===== config.mk =====
export PLATFORM = sky130hd
export DESIGN_NAME = qa_read_path
export DESIGN_NICKNAME = d
export VERILOG_FILES = /design/src/common/cci_pkg.sv /design/src/common/afu_pkg.sv /design/src/frame_reader/frame_reader.sv /design/src/frame_writer/frame_writer.sv /design/src/rtl/cci_can_issue.sv /design/src/rtl/cci_read_arbiter.sv /design/src/rtl/qa_read_path.sv
export SDC_FILE = /design/constraint.sdc
export NUM_CORES = 1
export LEC_CHECK = 0
export ABC_AREA = 0
export ABC_CLOCK_PERIOD_IN_PS = 3850
export BUFFER_PORTS_ARGS = -buffer_cell sky130_fd_sc_hd__buf_2
export CORE_AREA = 2 2 122 124
export CTS_CLUSTER_DIAMETER = 50
export DETAILED_ROUTE_END_ITERATION = 16
export DIE_AREA = 0 0 124 126
export GPL_TIMING_DRIVEN = 0
export PLACE_DENSITY = 0.8
export SLEW_MARGIN = 15
export SYNTH_ARGS = -nofsm -noshare
export SYNTH_HDL_FRONTEND = slang
export SYNTH_SLANG_ARGS = --single-unit

===== constraint.sdc =====
create_clock -name clk -period 3.85 [get_ports clk]
set_clock_uncertainty 0.2 [all_clocks]
set_input_delay 0 -clock clk [delete_from_list [all_inputs] [get_ports clk]]
set_output_delay 0 -clock clk [all_outputs]
set_load 0.01 [all_outputs]

===== src/common/cci_pkg.sv =====
/* Frame copy read path
   Host channel types and constants */

package cci_pkg;

   // Width of a cache-line address on the host channel
   localparam int CCI_ADDR_W = 32;

   // Width of the metadata field that comes back with a read response
   localparam int CCI_MDATA_W = 14;

   // The channel queue still takes this many requests after almost-full
   // rises, since requests already on the wire have to land somewhere
   localparam int CCI_AF_SLACK = 4;

   // Counter width that can hold 0 up to CCI_AF_SLACK
   localparam int CCI_AF_CNT_W = $clog2(CCI_AF_SLACK + 1);

   // Read request opcodes
   // Shared reads serve the reader and status polls, and invalidating
   // reads serve the writer, which will own the line it merges into
   typedef enum logic [3:0] {
      RD_LINE_S = 4'h4,
      RD_LINE_I = 4'h6
   } t_cci_req;

   // Read request header
   // The top 2 bits of mdata carry the client id and the low 12 bits
   // carry the line index within the frame
   typedef struct packed {
      t_cci_req               opcode;
      logic [CCI_ADDR_W-1:0]  address;
      logic [CCI_MDATA_W-1:0] mdata;
   } t_tx_header;

   // Channel-0 request packet as it leaves the accelerator
   typedef struct packed {
      t_tx_header header;
      logic       rdvalid;
   } t_tx_c0;

endpackage


===== src/common/afu_pkg.sv =====
/* Frame copy read path
   Accelerator-side types */

package afu_pkg;

   import cci_pkg::t_tx_header;
   import cci_pkg::CCI_ADDR_W;

   // Longest frame that the line counters and mdata index can describe
   localparam int MAX_FRAME_LINES = 4095;

   // Width of a line index, which also fills the low part of mdata
   localparam int LINE_IDX_W = $clog2(MAX_FRAME_LINES + 1);

   // Software-visible state delivered by the CSR block
   // start is a one-cycle pulse that kicks off a new frame
   typedef struct packed {
      logic                  afu_en;
      logic                  start;
      logic [CCI_ADDR_W-1:0] src_base;
      logic [CCI_ADDR_W-1:0] dst_base;
      logic [15:0]           dst_stride;
      logic [LINE_IDX_W-1:0] frame_lines;
   } t_csr_afu_state;

   // One client's request toward the read arbiter
   // The client holds both fields steady until its grant arrives
   typedef struct packed {
      logic       request;
      t_tx_header read_header;
   } t_frame_arb;

   // One-cycle grants returned by the read arbiter
   typedef struct packed {
      logic reader_grant;
      logic writer_grant;
      logic status_grant;
   } t_channel_grant_arb;

   // Client ids placed in the top bits of mdata
   typedef enum logic [1:0] {
      CLIENT_READER = 2'd0,
      CLIENT_WRITER = 2'd1,
      CLIENT_STATUS = 2'd2
   } t_client_id;

   // State of the frame address generators
   typedef enum logic {
      IDLE,
      ISSUE
   } t_gen_state;

endpackage


===== src/frame_reader/frame_reader.sv =====
/* Source frame line reader */

module frame_reader (
   input  logic                    clk,
   input  logic                    resetb,
   input  afu_pkg::t_csr_afu_state csr,
   input  logic                    grant,
   output afu_pkg::t_frame_arb     req
);

   import cci_pkg::*;
   import afu_pkg::*;

   t_gen_state            state;
   logic [LINE_IDX_W-1:0] line_idx;
   logic                  last_line;

   // True when the line now on offer is the final one of the frame
   assign last_line = (line_idx == csr.frame_lines - 1'b1);

   // Frame walk
   // start arms a new frame from line 0 and each grant moves on by one
   // line, until frame_lines of them have been accepted
   always_ff @(posedge clk) begin
      if (!resetb) begin
         state    <= IDLE;
         line_idx <= '0;
      end else if (csr.start) begin
         // An empty frame leaves the reader idle
         state    <= (csr.frame_lines != '0) ? ISSUE : IDLE;
         line_idx <= '0;
      end else if (state == ISSUE && grant) begin
         if (last_line) begin
            state    <= IDLE;
            line_idx <= '0;
         end else begin
            line_idx <= line_idx + 1'b1;
         end
      end
   end

   // Request and header come straight from the walk registers
   // They stay put while no grant arrives, as the handshake asks
   always_comb begin
      req.request                 = (state == ISSUE);
      req.read_header.opcode      = RD_LINE_S;
      req.read_header.address     = csr.src_base + CCI_ADDR_W'(line_idx);
      // Response steering tag, client id on top of the line index
      req.read_header.mdata       = {CLIENT_READER, line_idx};
   end

endmodule


===== src/frame_writer/frame_writer.sv =====
/* Destination frame line fetcher */

module frame_writer (
   input  logic                    clk,
   input  logic                    resetb,
   input  afu_pkg::t_csr_afu_state csr,
   input  logic                    grant,
   output afu_pkg::t_frame_arb     req
);

   import cci_pkg::*;
   import afu_pkg::*;

   t_gen_state            state;
   logic [LINE_IDX_W-1:0] line_idx;
   logic                  last_line;

   // Address of the destination line on offer
   // It steps by the stride, so a running sum avoids a multiplier
   logic [CCI_ADDR_W-1:0] line_addr;

   assign last_line = (line_idx == csr.frame_lines - 1'b1);

   // Control part of the walk
   always_ff @(posedge clk) begin
      if (!resetb) begin
         state    <= IDLE;
         line_idx <= '0;
      end else if (csr.start) begin
         // Nothing to fetch for an empty frame
         state    <= (csr.frame_lines != '0) ? ISSUE : IDLE;
         line_idx <= '0;
      end else if (state == ISSUE && grant) begin
         if (last_line) begin
            state    <= IDLE;
            line_idx <= '0;
         end else begin
            line_idx <= line_idx + 1'b1;
         end
      end
   end

   // Running destination address
   // Loaded at start and moved by one stride for every accepted line
   // Its value only matters while a request is up
   always_ff @(posedge clk) begin
      if (csr.start) begin
         line_addr <= csr.dst_base;
      end else if (state == ISSUE && grant) begin
         line_addr <= line_addr + CCI_ADDR_W'(csr.dst_stride);
      end
   end

   // The writer asks for ownership, since it will merge into these lines
   always_comb begin
      req.request             = (state == ISSUE);
      req.read_header.opcode  = RD_LINE_I;
      req.read_header.address = line_addr;
      // Writer tag keeps its responses apart from the reader's
      req.read_header.mdata   = {CLIENT_WRITER, line_idx};
   end

endmodule


===== src/rtl/cci_can_issue.sv =====
/* Almost-full issue throttle */

module cci_can_issue (
   input  logic clk,
   input  logic resetb,
   input  logic almostfull,
   input  logic issue,
   output logic can_issue
);

   import cci_pkg::*;

   // Issues counted since almost-full went high
   logic [CCI_AF_CNT_W-1:0] af_count;
   logic                    slack_left;

   // There is room for more while fewer than CCI_AF_SLACK requests have
   // gone out under almost-full
   assign slack_left = (af_count < CCI_AF_CNT_W'(CCI_AF_SLACK));

   // With almost-full low the channel takes anything, otherwise only
   // the remaining slack may still be used
   assign can_issue = !almostfull || slack_left;

   // The counter rests at zero while almost-full is low
   // Each issue made under almost-full uses one slot of slack, and the
   // count stops at the limit until almost-full drops again
   always_ff @(posedge clk) begin
      if (!resetb) begin
         af_count <= '0;
      end else if (!almostfull) begin
         af_count <= '0;
      end else if (issue && slack_left) begin
         af_count <= af_count + 1'b1;
      end
   end

endmodule


===== src/rtl/cci_read_arbiter.sv =====
/* Channel-0 read arbiter */

module cci_read_arbiter (
   input  logic                        clk,
   input  logic                        resetb,
   input  afu_pkg::t_csr_afu_state     csr,
   input  afu_pkg::t_frame_arb         status_mgr_req,
   input  afu_pkg::t_frame_arb         frame_writer,
   input  afu_pkg::t_frame_arb         frame_reader,
   output afu_pkg::t_channel_grant_arb read_grant,
   output cci_pkg::t_tx_c0             tx0,
   input  logic                        tx0_almostfull
);

   import cci_pkg::*;
   import afu_pkg::*;

   // Priority state
   // The reader normally wins, but right after a reader grant a waiting
   // writer gets its turn so that neither stream starves
   typedef enum logic {
      FAVOR_FRAME_READER,
      FAVOR_FRAME_WRITER
   } t_arb_state;

   t_arb_state state;
   t_arb_state next_state;

   logic       cci_ready;
   logic       can_issue;
   logic       issue;
   t_tx_header header;

   // Registered packet toward the channel
   t_tx_header tx0_header_q;
   logic       tx0_rdvalid_q;

   // Issue needs room on the channel and software must have enabled us
   assign can_issue = cci_ready && csr.afu_en;

   // Any grant is an issue that the throttle has to count
   assign issue = read_grant.reader_grant | read_grant.writer_grant | read_grant.status_grant;

   cci_can_issue issue_control (
      .clk        (clk),
      .resetb     (resetb),
      .almostfull (tx0_almostfull),
      .issue      (issue),
      .can_issue  (cci_ready)
   );

   always_ff @(posedge clk) begin
      if (!resetb) begin
         state <= FAVOR_FRAME_READER;
      end else begin
         state <= next_state;
      end
   end

   // Hand priority to the writer for one cycle after each reader grant
   assign next_state = read_grant.reader_grant ? FAVOR_FRAME_WRITER : FAVOR_FRAME_READER;

   // Grant selection and header mux
   // Status polls only get through when both frame clients are quiet
   always_comb begin
      read_grant = '0;
      // Reader header is the default, so no extra zero leg in the mux
      header = frame_reader.read_header;
      if (frame_reader.request &&
          (state == FAVOR_FRAME_READER || !frame_writer.request)) begin
         read_grant.reader_grant = can_issue;
      end else if (frame_writer.request) begin
         header = frame_writer.read_header;
         read_grant.writer_grant = can_issue;
      end else if (status_mgr_req.request) begin
         header = status_mgr_req.read_header;
         read_grant.status_grant = can_issue;
      end
   end

   // Header is payload and just follows the mux every cycle
   always_ff @(posedge clk) begin
      tx0_header_q <= header;
   end

   // rdvalid marks the granted header one cycle after its grant
   always_ff @(posedge clk) begin
      if (!resetb) begin
         tx0_rdvalid_q <= 1'b0;
      end else begin
         tx0_rdvalid_q <= issue;
      end
   end

   assign tx0.header  = tx0_header_q;
   assign tx0.rdvalid = tx0_rdvalid_q;

endmodule


===== src/rtl/qa_read_path.sv =====
/* Frame copy read-request path */

module qa_read_path (
   input  logic                    clk,
   input  logic                    resetb,
   input  afu_pkg::t_csr_afu_state csr,
   input  afu_pkg::t_frame_arb     status_req,
   output logic                    status_grant,
   output cci_pkg::t_tx_c0         tx0,
   input  logic                    tx0_almostfull
);

   import afu_pkg::*;

   // Requests of the two frame clients
   t_frame_arb         reader_req;
   t_frame_arb         writer_req;

   // Grants back from the arbiter, one bit per client
   t_channel_grant_arb read_grant;

   // Source side walks the frame one line after another
   frame_reader frame_reader_i (
      .clk    (clk),
      .resetb (resetb),
      .csr    (csr),
      .grant  (read_grant.reader_grant),
      .req    (reader_req)
   );

   // Destination side fetches strided lines to merge into
   frame_writer frame_writer_i (
      .clk    (clk),
      .resetb (resetb),
      .csr    (csr),
      .grant  (read_grant.writer_grant),
      .req    (writer_req)
   );

   // Single channel-0 stream out of three request sources
   // The status poll comes in from outside and gets the lowest priority
   cci_read_arbiter cci_read_arbiter_i (
      .clk            (clk),
      .resetb         (resetb),
      .csr            (csr),
      .status_mgr_req (status_req),
      .frame_writer   (writer_req),
      .frame_reader   (reader_req),
      .read_grant     (read_grant),
      .tx0            (tx0),
      .tx0_almostfull (tx0_almostfull)
   );

   // Status grant goes back out to the external status manager
   assign status_grant = read_grant.status_grant;

endmodule


# After elaboration in Yosys (flattened, before gate mapping)
# Index checks and enable logic that the tools add are counted.
# classes
reduce_logical	19
add_sub_neg	6
n_bitwise	5
muxes	20
order_cmp	1
eq_ne	2
# op_table
operator	n
two-way mux 48 bit	2
two-way mux 32 bit	2
two-way mux 46 bit	1
adder 32 x 12 -> 32 bit	1
adder 32 x 16 -> 32 bit	1
adder 12 x 1 -> 12 bit, second input constant	2
== test 12 bit	2
two-way mux 12 bit	2
two-way mux 1 bit	12
nonzero test 12 bit	1
subtractor 12 x 1 -> 12 bit, second input constant	1
nonzero test 2 bit	4
AND reduction 2 bit	3
logical AND 1 bit	5
adder 3 x 1 -> 3 bit, second input constant	1
less-than comparator 3 bit, second input constant	1
NOT 1 bit	3
OR reduction 3 bit	1
logical NOT 1 bit	2
logical OR 1 bit	2
two-way mux 2 bit	1
bitwise OR 1 bit	2
OR reduction 2 bit	1
# word_totals
reg_bits	113
inputBits	148
out_inout_bits	52
wordCells	67

# Depth between registers and ports, before layout
# Gate-level depths: netlist (run 1).
# logic_depth
word_depth	9
depth_mapped	11
mapped_depth_nobuf	10

# By module
# A second synthesis (run 1) with hierarchy kept.
# unflattened
hier_cells	876
hier_area_um2	7848.8
# by_module_without_submodules
mod	seq_area_each_um2	area_each_um2	cells_per_inst	instances
frame_writer	1221.2	3562.2	407	1
cci_read_arbiter	1041.0	2112.0	184	1
frame_reader	260.2	2045.7	272	1
cci_can_issue	60.1	128.9	13	1

# Least setup slack after synthesis (run 1)
# Ideal clock, no wire load.
# synth_timing
path_kind	register to register
start	register frame_writer_i.line_addr[0]
end	register frame_writer_i.line_addr[26], data pin
t_arrival_ns	2.477
path_buffers	1
required_ns	3.514
setup_time_ns	0.136
path_stages_with_launch	12
slack_ns	1.038
path_cell_list	edfxtp_1 -> ha_1 -> inv_1 -> fa_1 -> nor2b_1 -> o31a_1 -> o21ai_1 -> a211oi_1 -> o21ai_1 -> clkbuf_1 -> a2111o_1 -> nand3_1
# synth_via
elab_chain_len	3
# synth_lines
item	line	rtl
start, declared	frame_writer.sv:20	logic [CCI_ADDR_W-1:0] line_addr;
start signal, assigned	frame_writer.sv:48	line_addr <= csr.dst_base;
start signal, assigned	frame_writer.sv:50	line_addr <= line_addr + CCI_ADDR_W'(csr.dst_stride);
adder 32 x 16 -> 32 bit	frame_writer.sv:50	
two-way mux 32 bit	frame_writer.sv:49	end else if (state == ISSUE && grant) begin
two-way mux 32 bit	frame_writer.sv:47	if (csr.start) begin
# No other way between the ends. The select of a mux whose other input is x is not followed.
# A chain may end at the register's enable or synchronous reset.

==> impl_metrics.json, run 1 <==
{
  "worstMarginPinSlew_ps": 994.1,
  "ys_seq_elements": 113,
  "power_per_cell_area_nw_per_um2": 366.0,
  "cts_buffer_depth": 2,
  "fp.coreArea_um2": 14310,
  "stdcell_count": 1449,
  "final_cell_mix": "buf_2 (197), dlygate4sd3_1 (133), dfxtp_1 (81)",
  "cts.clk_slew.worst_paths_ps": 50,
  "maxClockFrequency_mhz": 273.3,
  "grt-ovfl-total": 0,
  "syn-cell-area_um2": 7582,
  "rsz0062_at_grt": "false",
  "status": "completed",
  "post_synth.cell_area_avg_um2": 8.378,
  "max_cap_viols": 0,
  "synthesis.nets": 1087,
  "cts_tree": "yes",
  "yosys.area.top_type": "dfxtp_1",
  "final_net_count": 1435,
  "critical_path_required_ps": 3950,
  "ios": 200,
  "placed_cells_incl_taps": 1286,
  "finalCritPeriodShare": 0.9503,
  "via_count_of_the_first_global_routing_pass": 9012,
  "worst_ir_drop_vdd_uv": 312.5,
  "rr_worst_depth": 9,
  "grt_pass1_wl_um": 45160,
  "worstSetupPathType": "register to register",
  "worst_hold_path.num_cells": 4,
  "placer_congestion_estimate": 0.9869,
  "hold_start": "csr[21]",
  "floorplan.initialDensity": 0.5297,
  "finalCriticalPeriod_ps": 3659,
  "num_rows": 44,
  "detailed_route_wire_length_per_cell_um": 20.08,
  "fill_cells": 1032,
  "clk_root_buffer_cell": "clkbuf_16",
  "number_of_cts_inserted_buffers": 17,
  "synth-warning-count": 0,
  "worst_setup_path_start_kind": "register",
  "drt-vias-per-instance": 6.273,
  "drt_iter0_markers": 961,
  "min_to": "frame_writer_i.line_addr[9]$_DFFE_PP_",
  "final_max_slew_viol_count": 0,
  "postSynth.asyncResetShare": 0,
  "synth_largest_type_area_fraction": 0.2139,
  "antenna_left": 0,
  "grt_start_max_net_pins": 33,
  "footprint_of_the_multi_input_gates_um2": 4678,
  "clock_tree.htree_level_count": 4,
  "finalCoreUtilization": 0.7456,
  "drc": 0,
  "floorplan.die.height_um": 126,
  "r2r_end": "cci_read_arbiter_i.tx0[28]$_DFF_P_",
  "antenna-diode-count": 0,
  "synth-seq-area-share": 0.3406,
  "regToRegSetupSlack_ps": 190,
  "synth_area_leaders": "dfxtp_1 (21%), edfxtp_1 (13%), ha_1 (5.3%), xnor2_1 (4.7%), nand2_1 (3.9%)",
  "layout_commonest_cell": "buf_2",
  "critical_path.endpoint_type": "register",
  "cp_max_fo": 9,
  "whs_ps": 19.10,
  "hold_path_class": "input port to register",
  "fin_tns_setup_ps": 0,
  "power.static_leakage_nw": 4.415,
  "synthCells": 905,
  "number_of_sinks_handled_by_clock_tree_synthesis": 113,
  "layout.area.seq_um2": 2582,
  "setup_repair_bufs_after_cts": 0,
  "die_area_um2": 15620,
  "vias": 9089,
  "most_used_dff_post_synth": "dfxtp_1",
  "grt_antenna_before_repair": 1,
  "gr-usage-all-layers": 0.3760,
  "die_width_um": 124,
  "worstSkewPairLatency_ps": 410,
  "finalWirelength_um": 29100,
  "port-buffer-count": 197,
  "launching_point_of_the_worst_reg2reg_path": "frame_reader_i.line_idx[1]$_SDFFE_PP0P_",
  "dr.pass1.iters": 6,
  "timing.final.hold_violations": 0,
  "timing.slew.headroom": 0.3313,
  "synth-edff-count": 32,
  "detailed_place_hpwl_um": 19280,
  "finalSetupViolations": 0,
  "flow.area_growth_from_synthesis_pct": 40.76,
  "cp.arrival_ps": 3760,
  "share_of_cells_above_drive_strength_1": 0.2047,
  "number_of_distinct_library_cells_after_synthesis": 74
}
==> worst max-delay path, stage by stage, from the launching register on <==
cell and delay [ps]:
dfxtp_1 610, ha_1 340, a211oi_1 270, o21ai_0 190, a31o_2 320, a211oi_4 510
nor3b_1 130, xnor2_1 160, dlygate4sd3_1 560, a22oi_1 260
==> cell usage after synthesis, drive strengths merged (4+ instances only) <==
master	instances
nand2b	9
or3	13
dfxtp	81
and2	5
nand3	47
a211oi	13
a21o	8
nand2	78
or4b	6
inv	32
nand4	15
xnor3	4
a31oi	6
o21ai	62
xor2	29
xnor2	41
a41oi	4
buf	10
o22ai	40
or2	5
a21oi	54
and4	6
edfxtp	32
a22oi	29
nor2b	12
nor3	26
nor4	11
mux2i	5
nand3b	5
ha	32
nor3b	6
clkbuf	36
a2111o	6
a21boi	4
and3	17
o31ai	6
nor2	68
==> metrics by stage <==
| stage | worst slack (ps) | power [mW] | instance area (um^2) |
|---|---|---|---|
| after floorplan | 1038 | 1.963 | 7582 |
| after global placement | 398.6 | 2.278 | 8798 |
| after detailed placement | 488.7 | 2.291 | 8801 |
| after CTS | 156.1 | 3.835 | 10670 |
| after global routing | 92.41 | 4.041 | 10670 |
| final | 191.4 | 3.906 | 10670 |
==> flip-flops by register name, indices dropped and copies added (netlist names) <==
| signal | cells |
|---|---|
| frame_writer_i.state | 1 |
| cci_read_arbiter_i.tx0 | 50 |
| frame_writer_i.line_idx | 12 |
| cci_read_arbiter_i.issue_control.af_count | 3 |
| frame_reader_i.state | 1 |
| cci_read_arbiter_i.state | 1 |
| frame_writer_i.line_addr | 32 |
| frame_reader_i.line_idx | 12 |
| cci_read_arbiter_i.tx0_rdvalid_q | 1 |
==> where the power goes <==
group,switching (mW),total [mW],internal [mW]
combinational,0.562,1.02,0.459
clock,0.541,1.44,0.900
sequential,0.0835,1.44,1.36
total,1.19,3.91,2.72
==> worst max path at each step <==
stage,cells past startpoint,slack [ps],from,to
2_1_floorplan,11,1040,frame_writer_i.line_addr[0]$_DFFE_PP_,frame_writer_i.line_addr[26]$_DFFE_PP_
3_3_place_gp,5,400,frame_writer_i.state$_SDFFE_PN0P_,frame_writer_i.line_addr[26]$_DFFE_PP_
3_5_place_dp,9,490,frame_writer_i.line_addr[7]$_DFFE_PP_,frame_writer_i.line_addr[31]$_DFFE_PP_
4_1_cts,9,160,frame_reader_i.line_idx[1]$_SDFFE_PP0P_,cci_read_arbiter_i.tx0[28]$_DFF_P_
5_1_grt,9,90,frame_reader_i.line_idx[1]$_SDFFE_PP0P_,cci_read_arbiter_i.tx0[28]$_DFF_P_
6_report,9,190,frame_reader_i.line_idx[1]$_SDFFE_PP0P_,cci_read_arbiter_i.tx0[28]$_DFF_P_
==> layout make-up <==
class,instances,share of cell area
Sequential cell,113,0.2420
Inverter,33,0.01161
Timing Repair Buffer,330,0.2171
Clock buffer,25,0.04748
Clock inverter,6,0.002814
Multi-Input combinational cell,713,0.4383
Buffer,45,0.01911
Tap cell,184,0.02157
==> timing repair <==
| action | 4_1_cts | 5_1_grt |
|---|---|---|
| hold buffers | 133 | 0 |
| endpoints found under the setup margin | 0 | 15 |
| gates resized for setup | 0 | 1 |
| endpoints found under the hold margin | 95 | 0 |
==> per-layer routing <==
layer / routed length, um / vias up / share of wire / GRT usage
met1: 10380 / 4192 / 0.36 / 0.4447
met5: 12 / - / 0.00041 / 0
met2: 13880 / 666 / 0.48 / 0.6264
met3: 3269 / 156 / 0.11 / 0.09692
li1: - / 4073 / - / -
met4: 1552 / 2 / 0.053 / 0.1877
==> cell families (layout without fill, tap and decap cells) <==
group,Yosys count,in the layout,share of synthesized area
buffers and inverters,79,439,0.04373
and+or+nand+nor,335,335,0.2295
DFF,113,113,0.3406
AOI/OAI and AO/OA,261,261,0.2226
xor gates and xnor gates,74,74,0.09323
muxes,7,7,0.009571
adders and majority gates,36,36,0.06073
Note: power is estimated with default switching activity, not from simulation.
==> run 2, diff against run 1 <==
CTS_BUF_LIST = sky130_fd_sc_hd__clkbuf_8 sky130_fd_sc_hd__clkbuf_16   (was not set)
==> run 2 against run 1 <==
Register-to-register slack improved by 60 ps. Hold slack got worse by 9.2 ps. Sequential cell count unchanged. Maximum frequency increased by 1.6%. Sequential share of layout area unchanged. Core utilization unchanged. Sequential power about the same. Routed wire length increased by 0.30%. Cell count unchanged. First-iteration DRC count decreased by 1.1%. Count of clock-buffer cells in the layout decreased by 4. Non-clock buffer count unchanged. Critical endpoint unchanged. Largest power group unchanged.
==> impl_metrics.json, run 2 (synthesis gave the netlist of run 1 again) <==
{
  "die_area_um2": 15620,
  "cp_max_fo": 9,
  "hold_path_class": "input port to register",
  "grt-ovfl-total": 0,
  "critical-path-max-stage-delay_ps": 610,
  "ios": 200,
  "placer_congestion_estimate": 0.9869,
  "path_delay_family": "compound AO/OA/AOI/OAI gates",
  "critical_path.endpoint_type": "register",
  "fin_tns_setup_ps": 0,
  "power.static_leakage_nw": 4.432,
  "final_max_slew_viol_count": 0,
  "path_buf_inv": 1,
  "finalWirelength_um": 29190,
  "worstSetupPathType": "register to register",
  "placed_cells_incl_taps": 1286,
  "number_of_sinks_handled_by_clock_tree_synthesis": 113,
  "number_of_cts_inserted_buffers": 17,
  "maxClockFrequency_mhz": 277.7,
  "finalSetupViolations": 0,
  "num_rows": 44,
  "final_net_count": 1435,
  "via_count_of_the_first_global_routing_pass": 9012,
  "totalPowerFinal_mw": 3.909,
  "vias": 9095,
  "share_of_cells_above_drive_strength_1": 0.2047,
  "stdcell_count": 1449,
  "antenna_left": 0,
  "worstMarginPinSlew_ps": 1003,
  "die_width_um": 124,
  "fp.coreArea_um2": 14310,
  "worst_setup_path_start_kind": "register",
  "finalCriticalPeriod_ps": 3601,
  "max_cap_viols": 0,
  "flow.area_growth_from_synthesis_pct": 40.76,
  "worstSkewPairLatency_ps": 420,
  "detailed_place_hpwl_um": 19280,
  "rsz0062_at_grt": "false",
  "final_cell_mix": "buf_2 (197), dlygate4sd3_1 (133), dfxtp_1 (81)",
  "drt-vias-per-instance": 6.277,
  "grt_pass1_wl_um": 45160,
  "cp_cell_sequence": "ha_1 > a211oi_1 > o21ai_0 > a31o_2 > a211oi_4 > nor3b_1 > xnor2_1 > dlygate4sd3_1 > a22oi_1",
  "drc": 0,
  "dr.pass1.iters": 6,
  "finalCritPeriodShare": 0.9353,
  "floorplan.die.height_um": 126,
  "final.setup.worst_slack_ps": 249.0,
  "cts_tree": "yes",
  "detailed_route_wire_length_per_cell_um": 20.14,
  "clock_tree.htree_level_count": 4,
  "timing.final.hold_violations": 0,
  "grt_antenna_before_repair": 1,
  "largest_register_ff_count": 50,
  "clk_root_buffer_cell": "clkbuf_16",
  "detailedPlace.worstSlack_ps": 488.7,
  "setup_repair_bufs_after_cts": 0,
  "cts_buffer_depth": 2,
  "critical_path_required_ps": 3960,
  "power_per_cell_area_nw_per_um2": 366.2,
  "layout_commonest_cell": "buf_2",
  "cp.arrival_ps": 3710,
  "port-buffer-count": 197,
  "drt_iter0_markers": 950,
  "crit_slowest_cell": "dfxtp_1",
  "gr-usage-all-layers": 0.3760,
  "antenna-diode-count": 0,
  "cts.clk_slew.worst_paths_ps": 50,
  "timing.slew.headroom": 0.3255,
  "whs_ps": 9.901,
  "status": "completed",
  "floorplan.initialDensity": 0.5297,
  "grt_start_max_net_pins": 33,
  "worst_ir_drop_vdd_uv": 314.9
}
-- run 2: changes by cell type in the layout (fill, tap and decap cells not counted), sizes merged --
cell / before / now
clkbuf: 60 / 56
inv: 32 / 36
-- run 2: cell type report --
type / count / area [um^2]
clock buffers: 21 / 491.7
fillers: 1032 / 3641
inverters: 33 / 123.9
clock inverters: 10 / 45.04
well taps: 184 / 230.2
plain buffers: 45 / 203.9
repair buffers: 330 / 2317
flip-flops and latches: 113 / 2582
multi-input cells: 713 / 4678
-- run 2: routing by layer --
metal  track usage  vias up  part of all wire
met3       0.09692      162              0.11
met1        0.4447     4158              0.35
met5             0        -           0.00041
met2        0.6264      703              0.48
met4        0.1877        2             0.054
li1              -     4070                 -
-- run 2: worst register-to-register path: cells and delay by family (launching register included) --
kind	cells	cell delay (ps)
compound gates	5	1510
flops	1	610
buf+inv	1	560
fa+ha+maj	1	340
xor+xnor	1	160
simple gates	1	130
-- run 2: timing repair --
| item | in CTS | in global routing |
|---|---|---|
| hold buffers | 133 | 0 |
| setup endpoints to repair | 0 | 15 |
| resized for setup | 0 | 1 |
| hold endpoints to repair | 95 | 0 |
-- run 2: final timing paths --
check                                                                          startpoint                                                        end  slack [ps]  depth (start not counted)
worst max-delay path                              frame_reader_i.line_idx[1]$_SDFFE_PP0P_                         cci_read_arbiter_i.tx0[28]$_DFF_P_         250                          9
worst max register to register                    frame_reader_i.line_idx[1]$_SDFFE_PP0P_                         cci_read_arbiter_i.tx0[28]$_DFF_P_         250                          9
worst min register to register  cci_read_arbiter_i.issue_control.af_count[1]$_SDFFE_PN0P_  cci_read_arbiter_i.issue_control.af_count[1]$_SDFFE_PN0P_         300                          2
worst min-delay path                                                              csr[21]                      frame_writer_i.line_addr[9]$_DFFE_PP_          10                          4
-- run 2: power breakdown --
group	total [mW]	switching, mW	internal (mW)
logic	1.02	0.562	0.459
registers	1.45	0.0843	1.36
clock network	1.44	0.553	0.890
total	3.91	1.20	2.71
-- run 2: metrics by stage --
step	instance area, um^2	utilization
after detailed placement	8801	0.6149
after floorplan	7582	-
after global placement	8798	0.6147
after CTS	10670	0.7454
final	10670	0.7456
after global routing	10670	0.7456
